**config.mk**
```make
export PLATFORM = sky130hd
export DESIGN_NAME = line_fetch
export DESIGN_NICKNAME = d
export VERILOG_FILES = /design/src/source/buffer_sum_pkg.sv /design/src/source/line_fetch.sv
export VERILOG_INCLUDE_DIRS = /design/src /design/src/source
export SDC_FILE = /design/constraint.sdc
export NUM_CORES = 1
export LEC_CHECK = 0
export BUFFER_PORTS_ARGS = -buffer_cell sky130_fd_sc_hd__clkbuf_2
export CAP_MARGIN = 20
export CORE_UTILIZATION = 30
export CTS_CLUSTER_SIZE = 14
export DETAILED_ROUTE_END_ITERATION = 7
export HOLD_SLACK_MARGIN = 0.1
export PLACE_DENSITY_LB_ADDON = 0.3
export SYNTH_ARGS = -nofsm -noshare
export SYNTH_HDL_FRONTEND = slang
export SYNTH_SLANG_ARGS = --single-unit
```
**constraint.sdc**
```tcl
create_clock -name clk -period 5.6 [get_ports clk]
set_input_delay 0.28 -clock clk [delete_from_list [all_inputs] [get_ports clk]]
set_output_delay 0.28 -clock clk [all_outputs]
set_load 0.02 [all_outputs]
```
**src/source/buffer_sum_cfg.svh**
```systemverilog
`ifndef BUFFER_SUM_CFG_SVH
`define BUFFER_SUM_CFG_SVH

// byte address width seen by the engine and the host
`define BS_ADDR_W 20

// one memory line is four 32-bit words
`define BS_LINE_W 128

// word width, which is also the width of the running total
`define BS_WORD_W 32

// lines held by the main memory
// any power of two works as long as the line index fits in the address
`define BS_MEM_LINES 4096

// width of the word count given with a start
`define BS_COUNT_W 16

`endif
```
**src/source/buffer_sum_pkg.sv**
```systemverilog
`include "buffer_sum_cfg.svh"

package buffer_sum_pkg;

	// controller states
	// RUN lasts until the fetch unit flags its last word
	typedef enum logic [1:0] {
		IDLE  = 2'd0,
		RUN   = 2'd1,
		WRITE = 2'd2,
		DONE  = 2'd3
	} sum_state_e;

	// host port commands, the host only talks to memory while the engine is idle
	typedef enum logic [1:0] {
		NOP        = 2'd0,
		WRITE_WORD = 2'd1,
		WRITE_BYTE = 2'd2,
		READ_WORD  = 2'd3
	} host_cmd_e;

	// line read request, a plain strobe with a byte address
	typedef struct packed {
		logic                  rd;
		logic [`BS_ADDR_W-1:0] addr;
	} line_req_t;

	// line response, ready is a single-cycle pulse and addr echoes the request
	typedef struct packed {
		logic                  ready;
		logic [`BS_ADDR_W-1:0] addr;
		logic [`BS_LINE_W-1:0] data;
	} line_rsp_t;

	// single word write from the engine
	typedef struct packed {
		logic                  en;
		logic [`BS_ADDR_W-1:0] addr;
		logic [`BS_WORD_W-1:0] data;
	} word_wr_t;

	// host access, data is only looked at for the two write commands
	typedef struct packed {
		host_cmd_e             cmd;
		logic [`BS_ADDR_W-1:0] addr;
		logic [`BS_WORD_W-1:0] data;
	} host_req_t;

endpackage

```
**src/source/line_fetch.sv**
```systemverilog
`timescale 1ns/1ps
`include "buffer_sum_cfg.svh"

module line_fetch (
	input  logic                      clk,
	input  logic                      arst_n_i,
	input  logic                      load_i,
	input  logic [`BS_ADDR_W-1:0]     base_addr_i,
	input  logic [`BS_COUNT_W-1:0]    count_i,
	output buffer_sum_pkg::line_req_t line_req_o,
	input  buffer_sum_pkg::line_rsp_t line_rsp_i,
	output logic                      word_valid_o,
	output logic [`BS_WORD_W-1:0]     word_o,
	output logic                      last_o
);

	localparam int WORDS  = `BS_LINE_W / `BS_WORD_W;
	localparam int WB_W   = $clog2(`BS_WORD_W / 8);
	localparam int LANE_W = $clog2(WORDS);
	localparam int CNT_W  = LANE_W + 1;

	// request side, next word to ask for and words not yet asked for
	logic [`BS_ADDR_W-1:0]  req_addr_q;
	logic [`BS_COUNT_W-1:0] req_left_q;
	// wanted words in the line that is in flight
	logic [CNT_W-1:0]       rsp_cnt_q;
	// shift side, the line being handed out
	logic [`BS_LINE_W-1:0]  line_q;
	logic [LANE_W-1:0]      lane_q;
	logic [CNT_W-1:0]       left_q;
	logic                   zero_q;

	logic [LANE_W-1:0]      req_lane;
	logic [CNT_W-1:0]       room;
	logic [CNT_W-1:0]       n_req;
	logic [CNT_W-1:0]       left_nxt;
	logic                   issue;

	always_comb begin
		req_lane = req_addr_q[WB_W +: LANE_W];
		// a partial first line starts at req_lane, a partial last line is cut by the count
		room = CNT_W'(WORDS) - CNT_W'(req_lane);
		if (req_left_q < `BS_COUNT_W'(room)) begin
			n_req = CNT_W'(req_left_q);
		end else begin
			n_req = room;
		end
		if (line_rsp_i.ready) begin
			left_nxt = rsp_cnt_q;
		end else if (left_q != '0) begin
			left_nxt = left_q - 1'b1;
		end else begin
			left_nxt = '0;
		end
		// ask early enough that the answer lands as the shifter runs dry
		// with one-word lines this is the very cycle a response comes in
		issue = (req_left_q != '0) && (left_nxt <= CNT_W'(1));
	end

	assign line_req_o = '{rd: issue, addr: req_addr_q};

	always_ff @(posedge clk or negedge arst_n_i) begin
		if (!arst_n_i) begin
			req_addr_q <= '0;
			req_left_q <= '0;
			rsp_cnt_q  <= '0;
			lane_q     <= '0;
			left_q     <= '0;
			zero_q     <= 1'b0;
		end else begin
			zero_q <= load_i && (count_i == '0);
			if (load_i) begin
				req_addr_q <= base_addr_i;
				req_left_q <= count_i;
			end else if (issue) begin
				req_addr_q <= req_addr_q + (`BS_ADDR_W'(n_req) << WB_W);
				req_left_q <= req_left_q - `BS_COUNT_W'(n_req);
				rsp_cnt_q  <= n_req;
			end
			left_q <= left_nxt;
			// the echoed address tells which lane the first wanted word sits in
			if (line_rsp_i.ready) begin
				lane_q <= line_rsp_i.addr[WB_W +: LANE_W];
			end else if (left_q != '0) begin
				lane_q <= lane_q + 1'b1;
			end
		end
	end

	always_ff @(posedge clk) begin
		if (line_rsp_i.ready) begin
			line_q <= line_rsp_i.data;
		end
	end

	assign word_valid_o = (left_q != '0);
	assign word_o       = line_q[lane_q*`BS_WORD_W +: `BS_WORD_W];
	// an empty range still ends with a last pulse, just without a word
	assign last_o = zero_q ||
		((left_q == CNT_W'(1)) && (req_left_q == '0) && !line_rsp_i.ready);

	// the controller only reloads once the previous range is fully handed out
	a_no_load_while_busy: assert property (@(posedge clk) disable iff (!arst_n_i)
		load_i |-> (req_left_q == '0) && (left_q == '0) && !line_rsp_i.ready)
		else $error("range loaded while words remain");

endmodule

```
# Word level (Yosys, flattened, before mapping)

Index checks and enable logic that the tools add are counted.

Logic and storage cells: 39
Bits of input ports: 188
Output and inout bits: 55
Flip-flop bits (word level): 173

Reductions and logical operators: 13
Bitwise logic cells: 1
Order comparisons: 2
Eq/ne operators: 1
Muxes and demuxes: 9
$add $sub $neg: 5
Shift operators: 1

Operators by type and width:

| cell                | count |
|---|---|
| $shiftx 128x8->32   | 1 |
| $mux 20             | 2 |
| $logic_not 16->1    | 2 |
| $mux 16             | 2 |
| $add 20x5->20       | 1 |
| $lt 16x3->1         | 1 |
| $reduce_bool 16->1  | 1 |
| $sub 16x3->16       | 1 |
| $mux 3              | 3 |
| $logic_and 1x1->1   | 4 |
| $mux 2              | 2 |
| $reduce_bool 2->1   | 2 |
| $eq 3x1->1 const B  | 1 |
| $le 3x1->1 const B  | 1 |
| $reduce_bool 3->1   | 1 |
| $sub 3x1->3 const B | 1 |
| $sub 3x2->3 const A | 1 |
| $add 2x1->2 const B | 1 |
| $reduce_and 2->1    | 1 |
| $logic_not 1->1     | 1 |
| $logic_or 1x1->1    | 1 |
| $not 1->1           | 1 |

# Logic depth before layout (Yosys ltp)

Depth in word-level cells: 7
Gate-level depth with buffers: 15
Gate-level depth less buffers: 15

# Worst setup path before layout

No wires, ideal clock.

Kind: register -> register
Start point: register req_addr_q[3]
End point: register req_addr_q[12]
Required time: 5,475 ps
Data arrival time: 3,511 ps
Cell stages (with the launch flop): 16
Slack: 1,964 ps
Clock period less this slack: 3,636 ps
Path buffers: 0
Setup time: 125 ps
Path through: dfrtp_1 inv_1 ha_1 inv_1 ha_1 o21ai_0 o211ai_1 mux2i_1 ha_1 inv_1 fa_1 nor2b_1 nor2_1 a2111oi_0 xor2_1 mux2_2

Word-level cells in the longest chain between the ends: 6

Ends and longest elaborated chain:

| item                     | line             | text |
|---|---|---|
| start: declaration       | line_fetch.sv:23 | `` logic [`BS_ADDR_W-1:0] req_addr_q; `` |
| start signal: assignment | line_fetch.sv:73 | `req_addr_q <= base_addr_i;` |
| start signal: assignment | line_fetch.sv:76 | `` req_addr_q <= req_addr_q + (`BS_ADDR_W'(n_req) << WB_W); `` |
| $sub 3x2->3              | line_fetch.sv:42 | `room = CNT_W'(WORDS) - CNT_W'(req_lane);` |
| $lt 16x3->1              | line_fetch.sv:43 | `` if (req_left_q < `BS_COUNT_W'(room)) begin `` |
| $mux 3                   | line_fetch.sv:43 |  |
| net n_req[0]             | line_fetch.sv:35 | `logic [CNT_W-1:0] n_req;` |
| $add 20x5->20            | line_fetch.sv:76 |  |
| $mux 20                  | line_fetch.sv:75 | `end else if (issue) begin` |
| $mux 20                  | line_fetch.sv:72 | `if (load_i) begin` |

The timed path passes the listed nets, and every way through them passes these cells. The select of a mux whose other input is x is not followed.
A chain may end at the register's enable or synchronous reset.

# Worst setup path in the final report

Start point: register req_left_q[7]
End point: register req_addr_q[19]

Word-level cells in the longest chain between the ends: 5
Elaborated cells on any way between the ends: 8
Those cells by class: 1 x add/sub; 1 x order compare; 3 x mux; 3 x reduce/logical

Ends and longest elaborated chain:

| item                     | line             | text |
|---|---|---|
| start: declaration       | line_fetch.sv:24 | `` logic [`BS_COUNT_W-1:0] req_left_q; `` |
| start signal: assignment | line_fetch.sv:74 | `req_left_q <= count_i;` |
| start signal: assignment | line_fetch.sv:77 | `` req_left_q <= req_left_q - `BS_COUNT_W'(n_req); `` |
| $lt 16x3->1              | line_fetch.sv:43 |  |
| $mux 3                   | line_fetch.sv:43 |  |
| net n_req[1]             | line_fetch.sv:35 |  |
| $add 20x5->20            | line_fetch.sv:76 |  |
| $mux 20                  | line_fetch.sv:75 |  |
| $mux 20                  | line_fetch.sv:72 |  |

The timed path passes the listed nets, and every way through them passes these cells. The select of a mux whose other input is x is not followed.

==> out/qor.csv <==
stage,metric,value,unit
setup_path,critPathMaxStageDelay,0.64,ns
setup_path,crit_path_start_kind,flip-flop,
logic_synthesis,syn_nets,693,
route,postRouteAntennaNets,0,
setup_path,cp_num_buf_inv,1,
clock_tree,ctsResizeCount,0,
clock_tree,htree_levels,4,
clock_tree,cts_inserted_buffers,17,
sta,period_needed,4.38,ns
setup_path,crit_type,reg2reg,
logic_synthesis,synth.top_cells.by_count,"edfxtp_1 (128), dfrtp_1 (45), mux4_2 (32), nand2_1 (29), inv_1 (23)",
route,post-route-drc-count,0,
route,drt_wl_total,19.3,mm
placed_design,place_congestion,0.772,
placed_design,place_inst,1021,
route,wl_met1,8.31,mm
route,top_layer_used,met4,
floorplan,initial_core_util,30.9,%
logic_synthesis,ys_types,58,
logic_synthesis,synthFlopType,edfxtp_1,
power_and_ir_drop,p_seq_share,39.4,%
finish,nets,1074,
route,wl_met2,9.38,mm
power_and_ir_drop,pwr-share-comb,32.3,%
floorplan,ios,243,
floorplan,fp.coreArea,0.0245,mm2
logic_synthesis,synthArstFlopShare,26.0,%
sta,finalHoldViolCount,0,
setup_path,arrival,4.70,ns
sta,slew_headroom,32.9,%
power_and_ir_drop,power_switching,1.46,mW
route,dr.pass1.iters,4,
logic_synthesis,ys_top_cells_by_area,"edfxtp_1 (51%), dfrtp_1 (15%), mux4_2 (9.5%)",
power_and_ir_drop,switching_share,34.5,%
global_routing,grt.overflow.total,0,
logic_synthesis,synth_area,0.00758,mm2
logic_synthesis,yosys.cell_count.top_type,edfxtp_1,
run,max_cap_viol_count,0,
global_routing,antenna_found_initial,0,
setup_path,critical_path.slowest_cell,and4bb_2,
global_routing,grt_pass1_vias,5759,
logic_synthesis,seq_area_frac_synth,65.6,%
logic_synthesis,syn_avg_cell_area,15.4,um2
sta,fmax,228,MHz
clock_tree,cts.sinks,173,
route,dr_wl_met3,1.41,mm
logic_synthesis,synth_top_area_share,50.7,%
setup_path,crit_path_end_kind,flip-flop,
route,viasPerCell,4.62,
sta,rsz0062_at_grt,no,
floorplan,rows,57,
placed_design,hpwl,12.6,mm
placed_design,portBuffers,224,
clock_tree,clkTransAtPathRegs,0.09,ns
sta,fin_crit_sh,78.2,%
floorplan,die_area,0.0259,mm2
sta,slew_violations,0,
logic_synthesis,ys_seq_elements,173,
power_and_ir_drop,irDropWorstVdd,0.190,mV
finish,layout-drive-gt1-share,35.2,%
route,drt-wirelength-per-cell,16.0,um
global_routing,grt.total_usage,15.1,%
logic_synthesis,syn_inst,492,
route,via_count,5594,
global_routing,grt_pass1_wl,30.1,mm
logic_synthesis,synth_top_area_cell,edfxtp_1,
finish,finalNonFillerCells,1210,
setup_path,path_cells,"or4_4, and4bb_2, o211ai_1, mux2i_1, inv_1, ha_1, nand3_1, a211o_1, a211oi_1, a311oi_1, a211o_1",
global_routing,grt_max_degree,71,
sta,setup_viol,0,
finish,antenna_cells,0,
setup_path,required,5.92,ns
hold_path,holdCritPathClass,in2reg,
power_and_ir_drop,power.internal,2.78,mW
setup_path,cpMostUsedCell,a211o_1,
sta,tightest_slew,1.01,ns
power_and_ir_drop,clkPwrFrac,28.3,%
power_and_ir_drop,power_density,377,mW/mm2
route,drt-initial-drc-count,374,
clock_tree,clock_latency,0.44,ns
setup_path,cp_top_family,compound AO/OA/AOI/OAI gates,
sta,setup_tns,0,ns
power_and_ir_drop,p_leak,4.59,nW
clock_tree,cts_tree,yes,
clock_tree,clockBufferDepth,2,
outcome,outcome,completed,
floorplan,dieHeight,161,um
sta,fin_worst_skew,0.0191,ns
setup_path,cp_max_fo,18,
logic_synthesis,synth_edf_count,128,
clock_tree,root_buffer,clkbuf_16,
logic_synthesis,ys_warn_count,0,
finish,syn2layout_area_growth,48.2,%
floorplan,die_x,161,um
[area by class of cell]
type | count | area [um2]
well taps | 324 | 405
multi-input cells | 270 | 2410
inverters | 23 | 86.3
clock buffers | 17 | 425
clock inverters | 15 | 189
flip-flops and latches | 173 | 4970
fillers | 2195 | 13300
repair buffers | 388 | 2750
[what timing repair did]
action / CTS / global route
hold buffers: 157 / 0
endpoints found under the hold margin: 200 / 0
buffers inserted: 0 / 0
[placed cells by master, fill, tap and decap left out, types with 17 or more instances in the layout]
master	count
o21ai_0	20
edfxtp_1	128
dfrtp_1	44
clkbuf_2	223
dlygate4sd3_1	157
clkbuf_16	17
mux4_2	32
nand2_1	29
inv_1	23
nor2_1	21
[routing by layer]
metal,track usage (%),vias up
met2,25.2,202
met3,4.47,14
li1,-,2688
met4,4.37,0
met5,0,-
met1,18.8,2690
[worst paths after layout]
| kind | cells past startpoint | slack [ns] | startpoint | end |
|---|---|---|---|---|
| max in group asynchronous | 3 | 4.67 | arst_n_i | lane_q[0] |
| hold reg to reg | 2 | 0.50 | rsp_cnt_q[0] | left_q[0] |
| hold / removal | 2 | 0.12 | base_addr_i[3] | req_addr_q[3] |
| setup / recovery | 11 | 1.22 | req_left_q[7] | req_addr_q[19] |
| min in group asynchronous | 3 | 0.47 | arst_n_i | req_addr_q[18] |
| setup reg to reg | 11 | 1.22 | req_left_q[7] | req_addr_q[19] |
[registers in the layout, summed over array words and instances, names as in the netlist]
signal,flops
left_q,3
req_addr_q,20
rsp_cnt_q,3
zero_q,1
line_q,128
req_left_q,16
lane_q,2
[kinds of logic (layout without fill, tap and decap cells)]
group,Yosys count,count (layout),share of synthesized area (%)
compound gates,78,78,7.71
xor+xnor,15,15,1.73
fa+ha+maj,13,13,2.34
buf+inv,49,443,2.69
flops,173,173,65.6
mux,49,49,11.9
simple gates,115,115,8.09
[power by group through the flow]
stage	Clock (mW)	Sequential [mW]	Combinational (mW)
final	1.20	1.67	1.37
after global routing	1.28	1.70	1.50
after CTS	1.24	1.67	1.38
after detailed placement	0	1.70	1.29
after global placement	0	1.70	1.28
after floorplan	0	1.68	0.900
[metrics by stage]
stage | utilization (%) | power (mW) | area, um2 | hold slack [ns] | setup WS, ns
after floorplan | - | 2.58 | 7580 | -0.0156 | 1.96
after global placement | 36.9 | 2.98 | 9050 | 0.432 | 1.30
after detailed placement | 36.9 | 2.99 | 9050 | 0.432 | 1.29
after CTS | 45.8 | 4.30 | 11200 | 0.101 | 1.23
after global routing | 45.8 | 4.48 | 11200 | 0.119 | 0.986
final | 45.8 | 4.24 | 11200 | 0.120 | 1.22
Power figures use the tool's default switching activity.
