`config.mk`:
```
export PLATFORM = sky130hd
export DESIGN_NAME = sum_ctrl
export DESIGN_NICKNAME = d
export VERILOG_FILES = /design/src/source/buffer_sum_pkg.sv /design/src/source/sum_ctrl.sv
export VERILOG_INCLUDE_DIRS = /design/src /design/src/source
export SDC_FILE = /design/constraint.sdc
export NUM_CORES = 1
export LEC_CHECK = 0
export BUFFER_PORTS_ARGS = -buffer_cell sky130_fd_sc_hd__buf_2
export CAP_MARGIN = 15
export CORE_MARGIN = 3
export CORE_UTILIZATION = 30
export CTS_CLUSTER_SIZE = 8
export DETAILED_ROUTE_END_ITERATION = 16
export PLACE_DENSITY = 0.6
export SLEW_MARGIN = 20
export SYNTH_ARGS = -nofsm -noshare
export SYNTH_HDL_FRONTEND = slang
export SYNTH_SLANG_ARGS = --single-unit
```
`constraint.sdc`:
```
create_clock -name clk -period 3.35 [get_ports clk]
set_clock_uncertainty 0.15 [all_clocks]
set_input_delay 0.1675 -clock clk [delete_from_list [all_inputs] [get_ports clk]]
set_output_delay 0.1675 -clock clk [all_outputs]
set_load 0.01 [all_outputs]
```
`src/source/buffer_sum_cfg.svh`:
```
`ifndef BUFFER_SUM_CFG_SVH
`define BUFFER_SUM_CFG_SVH

// byte address width seen by the engine and the host
`define BS_ADDR_W 20

// one memory line is four 32-bit words
`define BS_LINE_W 128

// word width, which is also the width of the running total
`define BS_WORD_W 32

// lines held by the main memory
// any power of two works as long as the line index fits in the address
`define BS_MEM_LINES 4096

// width of the word count given with a start
`define BS_COUNT_W 16

`endif
```
`src/source/buffer_sum_pkg.sv`:
```
`include "buffer_sum_cfg.svh"

package buffer_sum_pkg;

	// controller states
	// RUN lasts until the fetch unit flags its last word
	typedef enum logic [1:0] {
		IDLE  = 2'd0,
		RUN   = 2'd1,
		WRITE = 2'd2,
		DONE  = 2'd3
	} sum_state_e;

	// host port commands, the host only talks to memory while the engine is idle
	typedef enum logic [1:0] {
		NOP        = 2'd0,
		WRITE_WORD = 2'd1,
		WRITE_BYTE = 2'd2,
		READ_WORD  = 2'd3
	} host_cmd_e;

	// line read request, a plain strobe with a byte address
	typedef struct packed {
		logic                  rd;
		logic [`BS_ADDR_W-1:0] addr;
	} line_req_t;

	// line response, ready is a single-cycle pulse and addr echoes the request
	typedef struct packed {
		logic                  ready;
		logic [`BS_ADDR_W-1:0] addr;
		logic [`BS_LINE_W-1:0] data;
	} line_rsp_t;

	// single word write from the engine
	typedef struct packed {
		logic                  en;
		logic [`BS_ADDR_W-1:0] addr;
		logic [`BS_WORD_W-1:0] data;
	} word_wr_t;

	// host access, data is only looked at for the two write commands
	typedef struct packed {
		host_cmd_e             cmd;
		logic [`BS_ADDR_W-1:0] addr;
		logic [`BS_WORD_W-1:0] data;
	} host_req_t;

endpackage

```
`src/source/sum_ctrl.sv`:
```
`timescale 1ns/1ps
`include "buffer_sum_cfg.svh"

module sum_ctrl (
	input  logic                     clk,
	input  logic                     arst_n_i,
	input  logic                     start_i,
	input  logic [`BS_ADDR_W-1:0]    dest_addr_i,
	input  logic                     word_valid_i,
	input  logic [`BS_WORD_W-1:0]    word_i,
	input  logic                     last_i,
	output logic                     load_o,
	output buffer_sum_pkg::word_wr_t word_wr_o,
	output logic                     busy_o,
	output logic                     done_o,
	output logic [`BS_WORD_W-1:0]    sum_o
);

	buffer_sum_pkg::sum_state_e state_q;
	buffer_sum_pkg::sum_state_e state_d;

	// destination of the total as taken at start
	logic [`BS_ADDR_W-1:0] dest_q;
	// the running total wraps at the word width
	logic [`BS_WORD_W-1:0] acc_q;

	// a start is only seen in IDLE and passes by in every other state
	assign load_o = (state_q == buffer_sum_pkg::IDLE) && start_i;

	always_comb begin
		state_d = state_q;
		case (state_q)
			buffer_sum_pkg::IDLE: begin
				if (start_i) begin
					state_d = buffer_sum_pkg::RUN;
				end
			end
			buffer_sum_pkg::RUN: begin
				// last comes with the final word, which is still added below
				if (last_i) begin
					state_d = buffer_sum_pkg::WRITE;
				end
			end
			buffer_sum_pkg::WRITE: begin
				state_d = buffer_sum_pkg::DONE;
			end
			buffer_sum_pkg::DONE: begin
				state_d = buffer_sum_pkg::IDLE;
			end
			default: begin
				state_d = buffer_sum_pkg::IDLE;
			end
		endcase
	end

	always_ff @(posedge clk or negedge arst_n_i) begin
		if (!arst_n_i) begin
			state_q <= buffer_sum_pkg::IDLE;
			acc_q   <= '0;
		end else begin
			state_q <= state_d;
			if (load_o) begin
				acc_q <= '0;
			end else if ((state_q == buffer_sum_pkg::RUN) && word_valid_i) begin
				acc_q <= acc_q + word_i;
			end
		end
	end

	always_ff @(posedge clk) begin
		if (load_o) begin
			dest_q <= dest_addr_i;
		end
	end

	// the total goes to memory as one word write in WRITE
	assign word_wr_o = '{
		en:   (state_q == buffer_sum_pkg::WRITE),
		addr: dest_q,
		data: acc_q
	};

	assign busy_o = (state_q != buffer_sum_pkg::IDLE);
	assign done_o = (state_q == buffer_sum_pkg::DONE);
	// sum_o keeps the total after done until the next start clears it
	assign sum_o  = acc_q;

	// the fetch unit only hands out words while a run is going on
	a_words_in_run: assert property (@(posedge clk) disable iff (!arst_n_i)
		word_valid_i |-> (state_q == buffer_sum_pkg::RUN))
		else $error("word strobe outside RUN");

endmodule

```
# [After elaboration in Yosys (flattened, before gate mapping)]
# Index checks and enable logic that the tools add are counted.
[op_classes] mux=5 reduce_logical=6 addsub=1 n_eq_ne=5
[op_table] operator="2-to-1 mux 32 bit" count=2
[op_table] operator="adder 32 bit" count=1
[op_table] operator="one-hot mux 2 bit (4 select lines)" count=1
[op_table] operator="equality test 2 bit, second input constant" count=2
[op_table] operator="2-to-1 mux 2 bit" count=2
[op_table] operator="inequality test 2 bit, second input constant" count=2
[op_table] operator="nonzero test 2 bit" count=2
[op_table] operator="equality test 2 x 1 -> 1 bit, second input constant" count=1
[op_table] operator="logical AND 1 bit" count=2
[op_table] operator="zero test 2 bit" count=1
[op_table] operator="AND reduction 2 bit" count=1
[totals] out_inout_bits=88 register_bits=54

# [Depth between registers and ports, before layout]
# Gate-level depths: netlist (run 1).
[depth] depth_word=4 mapped_depth=10 ltp_nobuf=10

# [Least setup slack after synthesis (run 1)]
# OpenSTA, ideal clock, no wires.
[synth_timing] kind="register to register" start="reg acc_q[0], in the netlist sum_o[0]" end="reg acc_q[30], in the netlist sum_o[30]" n_path_buf=0 setup_time_ns=0.126 period_less_slack_ns=2.807 path_stages_with_launch=11 slack_ns=0.543 arrival_ns=2.531 path_cell_list="dfrtp_1 -> ha_1 -> fa_1 -> a211oi_2 -> o21bai_2 -> o211ai_2 -> a21oi_4 -> a211o_1 -> a21o_1 -> a211oi_2 -> nor3b_2"
[synth_between] elab_chain_len=3
[synth_rtl] element="start, declared" line_no="sum_ctrl.sv:25" text="logic [`BS_WORD_W-1:0] acc_q;"
[synth_rtl] element="start signal, assigned" line_no="sum_ctrl.sv:65" text="acc_q <= acc_q + word_i;"
[synth_rtl] element="adder 32 bit" line_no="sum_ctrl.sv:65"
[synth_rtl] element="2-to-1 mux 32 bit" line_no="sum_ctrl.sv:64" text="end else if ((state_q == buffer_sum_pkg::RUN) && word_valid_i) begin"
[synth_rtl] element="2-to-1 mux 32 bit" line_no="sum_ctrl.sv:62" text="if (load_o) begin"
# Every way passes these cells. The select of a mux whose other input is x is not followed.
# A chain may end at the register's enable or synchronous reset.

# [Final worst setup path (run 1)]
[layout_timing] start="reg acc_q[0], in the netlist sum_o[0]" end="reg acc_q[24], in the netlist sum_o[24]"
# The elaborated chain is that of the path after synthesis.

==> results.json, run 1 <==
{
  "placement.io_buffers": 144,
  "synthDominantAreaCellType": "sky130_fd_sc_hd__dfrtp_1",
  "worstPathArrival_ps": 3010,
  "maxClockFrequency_mhz": 337,
  "detailedRoute.firstIterationViolations": 113,
  "critical_path.cell_chain": "ha_1, fa_1, a211oi_2, o21bai_2, o211ai_2, a21oi_4, a211oi_2, o21bai_1, xor2_1, a22o_1",
  "layout-drive-gt1-share_pct": 30.1,
  "max_stage_delay_on_crit_path_ps": 440,
  "route.vias.total": 3740,
  "timing.final.crit_period_ps": 2970,
  "min_period_over_period_pct": 88.6,
  "design.core.area_sq_mm": 0.0129,
  "routedWlPerCell_microns": 15.3,
  "synth_top_cells_by_area": "sky130_fd_sc_hd__dfrtp_1, sky130_fd_sc_hd__edfxtp_1, sky130_fd_sc_hd__ha_1, sky130_fd_sc_hd__buf_4, sky130_fd_sc_hd__a21oi_1",
  "dp_cells": 717,
  "report.power.total_uw": 4130,
  "holdCritPathClass": "input port to register",
  "worstPathRequired_ps": 3400,
  "yosys.area.top_type_share_pct": 20.9,
  "setup_viol": 0,
  "synth_cell_type_count": 58,
  "post_synthesis_net_count": 542,
  "worst-slew-pin-transition_ps": 866,
  "core.rowCount": 41,
  "number_of_iterations_in_the_first_detailed_routing_pass": 4,
  "timing.slew.headroom_pct": 42.3,
  "dieHeight_microns": 123,
  "grt_max_degree": 37,
  "gp_routability_congestion": 0.893,
  "timing.setup.tns_ps": 0,
  "crit_top_cell": "sky130_fd_sc_hd__a211oi_2",
  "crit_type": "register to register",
  "grt.overflow.total": 0,
  "count_of_flip_flops_with_a_built_in_enable_after_synthesis": 20,
  "worst_path_dominant_cell_family": "compound AO/OA/AOI/OAI gates",
  "cp_num_buf_inv": 0,
  "cts-buffers-inserted": 5,
  "grtUsageTotal_pct": 15.0,
  "final_antenna_net_count": 0,
  "critical_path_peak_fanout": 4,
  "comb_power_share_pct": 58.8,
  "drt_drc_violations_left": 0,
  "run_status": "completed",
  "postSynthCellCount": 448,
  "switching_share_pct": 44.8,
  "finish.utilization_pct": 39.4,
  "synth.yosys.seq_area_share_pct": 35.6,
  "hold_violations": 0,
  "max_cap_viol_count": 0,
  "die_span_x_microns": 123,
  "top_level_ports": 145,
  "crit_path_start_kind": "register",
  "start_util_pct": 31.5,
  "area.growth.synth_to_final_pct": 25.1,
  "wl_microns": 11400,
  "cts_h_tree_depth": 2,
  "finish.net_count": 667,
  "grt_pass1_vias": 3588,
  "power.density_mw_per_mm2": 810,
  "p_switching_uw": 1850,
  "finalMaxSlewViolations": 0,
  "grt_setup_unrepaired": "no",
  "share_seq_of_total_power_pct": 26.5,
  "antenna-diode-count": 0,
  "post-dp-hpwl_microns": 8690,
  "yosys_warnings": 0,
  "cp_slowest_cell": "sky130_fd_sc_hd__fa_1",
  "leakage_power_of_the_design_uw": 0.00250,
  "clockRootBuffer": "sky130_fd_sc_hd__clkbuf_16",
  "antenna_violations_before_repair": 0,
  "power.ir.vdd_worst_uv": 369,
  "path_clk_slew_ps": 70,
  "tritoncts_clock_tree": "built",
  "intPower_uw": 2280,
  "critical_path.endpoint_type": "register",
  "dieArea_sq_mm": 0.0150,
  "postSynthAreaPerCell_sq_um": 9.09,
  "final_cells": 746,
  "source_to_sink_clock_delay_at_the_later_pin_of_the_worst_skew_pair_ps": 300,
  "async_reset_ff_share_pct": 63.0,
  "syn-cell-area_sq_mm": 0.00407,
  "postSynthRegisterBits": 54,
  "dominantRegCellSynth": "sky130_fd_sc_hd__dfrtp_1",
  "clock_sink_count": 54,
  "grt_pass1_wl_microns": 17900,
  "clkPwrFrac_pct": 14.7,
  "clock_tree.buffer_depth": 2,
  "detail_route.vias_per_cell": 5.01
}
-- stage by stage --
stage | worst slack, ps | hold WS (ps) | cell area [sq um]
after floorplan | 543 | -278 | 4070
final | 382 | 73.2 | 5090
after detailed placement | 406 | 196 | 4710
after global placement | 439 | 193 | 4710
after global routing | 161 | 81.9 | 5090
after CTS | 368 | 60.1 | 5090
-- worst paths after layout --
path | startpoint | endpoint | slack (ps) | cells past startpoint
worst max-delay path | sum_o[0] | sum_o[24] | 380 | 10
worst min-delay path | last_i | state_q[0] | 70 | 3
worst max register to register | sum_o[0] | sum_o[24] | 380 | 10
worst min register to register | sum_o[29] | sum_o[29] | 410 | 2
max in group asynchronous | arst_n_i | sum_o[15] | 2140 | 2
min in group asynchronous | arst_n_i | sum_o[27] | 370 | 2
-- layer usage --
| metal | vias to the layer above | share of wire, % | GRT usage (%) |
|---|---|---|---|
| met5 | - | 0 | 0 |
| met4 | 0 | 0.83 | 2.94 |
| met3 | 8 | 6.7 | 3.36 |
| met2 | 120 | 47 | 25.8 |
| met1 | 1762 | 45 | 19.6 |
| li1 | 1850 | - | - |
-- kinds of logic after synthesis --
group,synth area share (%)
AO/OA/AOI/OAI,22.9
AND/OR/NAND/NOR,15.5
buffers and inverters,8.91
flip-flops,35.6
adder cells (fa/ha/maj),11.5
XOR/XNOR,4.73
multiplexers,0.768
-- layout by cell type, fill, tap and decap left out, types with 3 or more instances in the layout --
cell and count:
sky130_fd_sc_hd__a211o_1 3, sky130_fd_sc_hd__buf_2 144, sky130_fd_sc_hd__xor2_1 6, sky130_fd_sc_hd__dfrtp_1 34, sky130_fd_sc_hd__o21ai_0 20, sky130_fd_sc_hd__a31oi_1 6
sky130_fd_sc_hd__buf_4 4, sky130_fd_sc_hd__nand3b_1 3, sky130_fd_sc_hd__o211ai_1 7, sky130_fd_sc_hd__o21ai_1 3, sky130_fd_sc_hd__or3_1 3, sky130_fd_sc_hd__inv_1 9
sky130_fd_sc_hd__nand2_1 53, sky130_fd_sc_hd__clkbuf_16 5, sky130_fd_sc_hd__nand3_1 6, sky130_fd_sc_hd__o21bai_1 6, sky130_fd_sc_hd__a21o_1 13, sky130_fd_sc_hd__a211oi_1 8
sky130_fd_sc_hd__nor3_1 10, sky130_fd_sc_hd__edfxtp_1 20, sky130_fd_sc_hd__nor2_1 24, sky130_fd_sc_hd__and3_1 9, sky130_fd_sc_hd__a21oi_1 47, sky130_fd_sc_hd__a22o_1 5
sky130_fd_sc_hd__dlygate4sd3_1 21, sky130_fd_sc_hd__nor4b_1 4, sky130_fd_sc_hd__xnor2_1 16, sky130_fd_sc_hd__nand4_1 6, sky130_fd_sc_hd__nor2b_1 3, sky130_fd_sc_hd__a21oi_2 3
sky130_fd_sc_hd__a211oi_2 3, sky130_fd_sc_hd__ha_1 36
-- Yosys cell counts (all sizes together) (2+ instances only) --
cell and n:
mux2i 2, a211oi 11, nor4b 4, o21ai 24
edfxtp 20, nand2 53, and3 9, a21o 14
xor2 6, nor3 11, buf 41, a22o 5
nor4 2, inv 10, ha 36, or3 3
a31oi 6, and2 2, nor2b 3, a211o 3
a21oi 51, nand3 6, o21bai 7, clkbuf 10
dfrtp 34, o21a 2, nand4 6, o211ai 8
nand2b 2, nand3b 3, nor2 24, xnor2 16
-- final cells by class --
type,instances,area (sq um)
tap,172,215
inverter,10,37.5
sequential,54,1450
fill,1316,7830
multi-input combinational,333,2260
clock inverter,3,45.0
clock buffer,5,125
timing repair buffer,169,961
-- repair_timing --
item / in CTS / in global routing
gates resized for setup: 0 / 0
hold buffers: 21 / 0
hold endpoints to repair: 54 / 0
buffers inserted: 0 / 0
-- power by group through the flow --
stage,combinational [uW],clock [uW],sequential (uW)
2_1_floorplan,1790,0,1160
3_3_place_gp,2390,0,1090
3_5_place_dp,2410,0,1110
4_1_cts,2440,635,1100
5_1_grt,2720,657,1130
6_report,2430,605,1090
-- worst register-to-register path, stage by stage, from the launching register on --
cell and delay [ps]:
sky130_fd_sc_hd__dfrtp_1 410, sky130_fd_sc_hd__ha_1 230, sky130_fd_sc_hd__fa_1 440, sky130_fd_sc_hd__a211oi_2 290, sky130_fd_sc_hd__o21bai_2 130, sky130_fd_sc_hd__o211ai_2 240
sky130_fd_sc_hd__a21oi_4 120, sky130_fd_sc_hd__a211oi_2 380, sky130_fd_sc_hd__o21bai_1 140, sky130_fd_sc_hd__xor2_1 150, sky130_fd_sc_hd__a22o_1 170
-- flip-flops by register name (all words and copies together), names as in the netlist --
register,flops
dest_q,20
state_q,2
sum_o,32
(Power assumes the default switching activity.)
==> inputs of run 2 (changes only) <==
HOLD_SLACK_MARGIN = 0.1   (was unset)
==> results.json, run 2 (synthesized netlist as in run 1, its figures left out) <==
{
  "grt_max_degree": 37,
  "clkPwrFrac_pct": 14.6,
  "post-dp-hpwl_microns": 8690,
  "met1Wirelength_microns": 5060,
  "worst-r2r-setup-slack_ps": 380,
  "layout.cells.most_common": "sky130_fd_sc_hd__buf_2",
  "route.vias.total": 3752,
  "largest_register_ffs": 32,
  "critical_path.endpoint_type": "register",
  "placement.io_buffers": 144,
  "cts_h_tree_depth": 2,
  "detail_route.vias_per_cell": 5.01,
  "finish.utilization_pct": 39.6,
  "path_clk_slew_ps": 70,
  "cts-buffers-inserted": 5,
  "source_to_sink_clock_delay_at_the_later_pin_of_the_worst_skew_pair_ps": 300,
  "min_from": "word_i[0]",
  "run_status": "completed",
  "area.growth.synth_to_final_pct": 25.8,
  "top_library_cells_by_usage_in_the_layout_fill_and_taps_aside": "sky130_fd_sc_hd__buf_2, sky130_fd_sc_hd__nand2_1, sky130_fd_sc_hd__a21oi_1",
  "p_switching_uw": 1850,
  "wl_met3_microns": 834,
  "holdPathStages": 4,
  "gp_routability_congestion": 0.893,
  "crit_type": "register to register",
  "final_antenna_net_count": 0,
  "intPower_uw": 2290,
  "timing.reg2reg.worst_path_depth": 10,
  "clock_tree.buffer_depth": 2,
  "crit_top_cell": "sky130_fd_sc_hd__a211oi_2",
  "drt_drc_violations_left": 0,
  "grt.overflow.total": 0,
  "share_seq_of_total_power_pct": 26.4,
  "leakage_power_of_the_design_uw": 0.00252,
  "holdPathEnd": "sum_o[0]",
  "whs_ps": 115,
  "comb_power_share_pct": 58.9,
  "antenna-diode-count": 0,
  "grtUsageTotal_pct": 15.1,
  "antenna_violations_before_repair": 0,
  "dieHeight_microns": 123,
  "crit_path_start_kind": "register",
  "worstPathRequired_ps": 3400,
  "setup_viol": 0,
  "maxClockFrequency_mhz": 337,
  "critical_path.cell_chain": "ha_1, fa_1, a211oi_2, o21bai_2, o211ai_2, a21oi_4, a211oi_2, o21bai_1, xor2_1, a22o_1",
  "layout-drive-gt1-share_pct": 30.0,
  "max_stage_delay_on_crit_path_ps": 440,
  "critical_path.reg2reg.startpoint": "sum_o[0]",
  "wl_microns": 11400,
  "die_span_x_microns": 123,
  "holdCritPathClass": "input port to register",
  "grt_setup_unrepaired": "no",
  "cp_slowest_cell": "sky130_fd_sc_hd__fa_1",
  "switching_share_pct": 44.7,
  "finalMaxSlewViolations": 0,
  "tritoncts_clock_tree": "built",
  "max_cap_viol_count": 0,
  "min_period_over_period_pct": 88.6,
  "clock_sink_count": 54,
  "clockRootBuffer": "sky130_fd_sc_hd__clkbuf_16",
  "worst-slew-pin-transition_ps": 866,
  "number_of_iterations_in_the_first_detailed_routing_pass": 4,
  "design.core.area_sq_mm": 0.0129,
  "grt_pass1_wl_microns": 18000,
  "detailedRoute.firstIterationViolations": 130,
  "critical_path_peak_fanout": 4,
  "power.ir.vdd_worst_uv": 370,
  "post_cts_buffers": 0,
  "top_layer_used": "met4",
  "finish.net_count": 670,
  "timing.setup.tns_ps": 0,
  "start_util_pct": 31.5,
  "dieArea_sq_mm": 0.0150,
  "timing.final.crit_period_ps": 2970,
  "hold_violations": 0,
  "timing.slew.headroom_pct": 42.3,
  "r2r-end": "sum_o[24]",
  "routed-wl-met2_microns": 5450,
  "routedWlPerCell_microns": 15.3,
  "top_level_ports": 145,
  "core.rowCount": 41,
  "power.density_mw_per_mm2": 807,
  "grt_pass1_vias": 3601,
  "worstPathArrival_ps": 3010
}
[run 2: changes by cell type in the layout (fill, tap and decap cells not counted)]
cell,delta
sky130_fd_sc_hd__dlygate4sd3_1,+3
[run 2: worst max-delay path by stage]
stage / startpoint / endpoint / slack [ps] / depth (start not counted)
2_1_floorplan: sum_o[0] / sum_o[30] / 540 / 10
3_3_place_gp: sum_o[0] / sum_o[24] / 440 / 10
3_5_place_dp: sum_o[0] / sum_o[24] / 410 / 10
4_1_cts: sum_o[0] / sum_o[24] / 370 / 10
5_1_grt: sum_o[0] / sum_o[24] / 160 / 10
6_report: sum_o[0] / sum_o[24] / 380 / 10
[run 2: routing by layer]
metal / vias up / GRT usage, %
met5: - / 0
met4: 0 / 2.94
met3: 8 / 3.36
met2: 134 / 25.9
met1: 1756 / 19.7
li1: 1854 / -
[run 2: timing repair]
action                    4_1_cts  5_1_grt
resized for setup               0        0
hold endpoints to repair       56        0
hold buffers                   24        0
[run 2: critical path: cells and delay by family, from the launching register on]
family	cells	cell delay [ps]
compound gates	7	1470
xor+xnor	1	150
fa+ha+maj	2	670
flops	1	410
[run 2: through the flow]
step / instances / cell area, sq um / setup WS (ps) / total power, uW
2_1_floorplan: 448 / 4070 / 543 / 2950
4_1_cts: 749 / 5120 / 368 / 4190
3_3_place_gp: 717 / 4710 / 439 / 3480
6_report: 749 / 5120 / 381 / 4140
3_5_place_dp: 717 / 4710 / 406 / 3530
5_1_grt: 749 / 5120 / 161 / 4520
[run 2: layout make-up]
cell class	instances	area, sq um
well taps	172	215
repair buffers	172	991
flip-flops and latches	54	1450
fillers	1313	7800
clock buffers	5	125
multi-input cells	333	2260
inverters	10	37.5
clock inverters	3	45.0
[run 2: power by group through the flow]
stage | clock, uW | sequential [uW] | combinational (uW)
floorplan | 0 | 1160 | 1790
global placement | 0 | 1090 | 2390
detailed placement | 0 | 1110 | 2410
CTS | 635 | 1100 | 2450
global route | 657 | 1130 | 2730
finish | 605 | 1090 | 2440
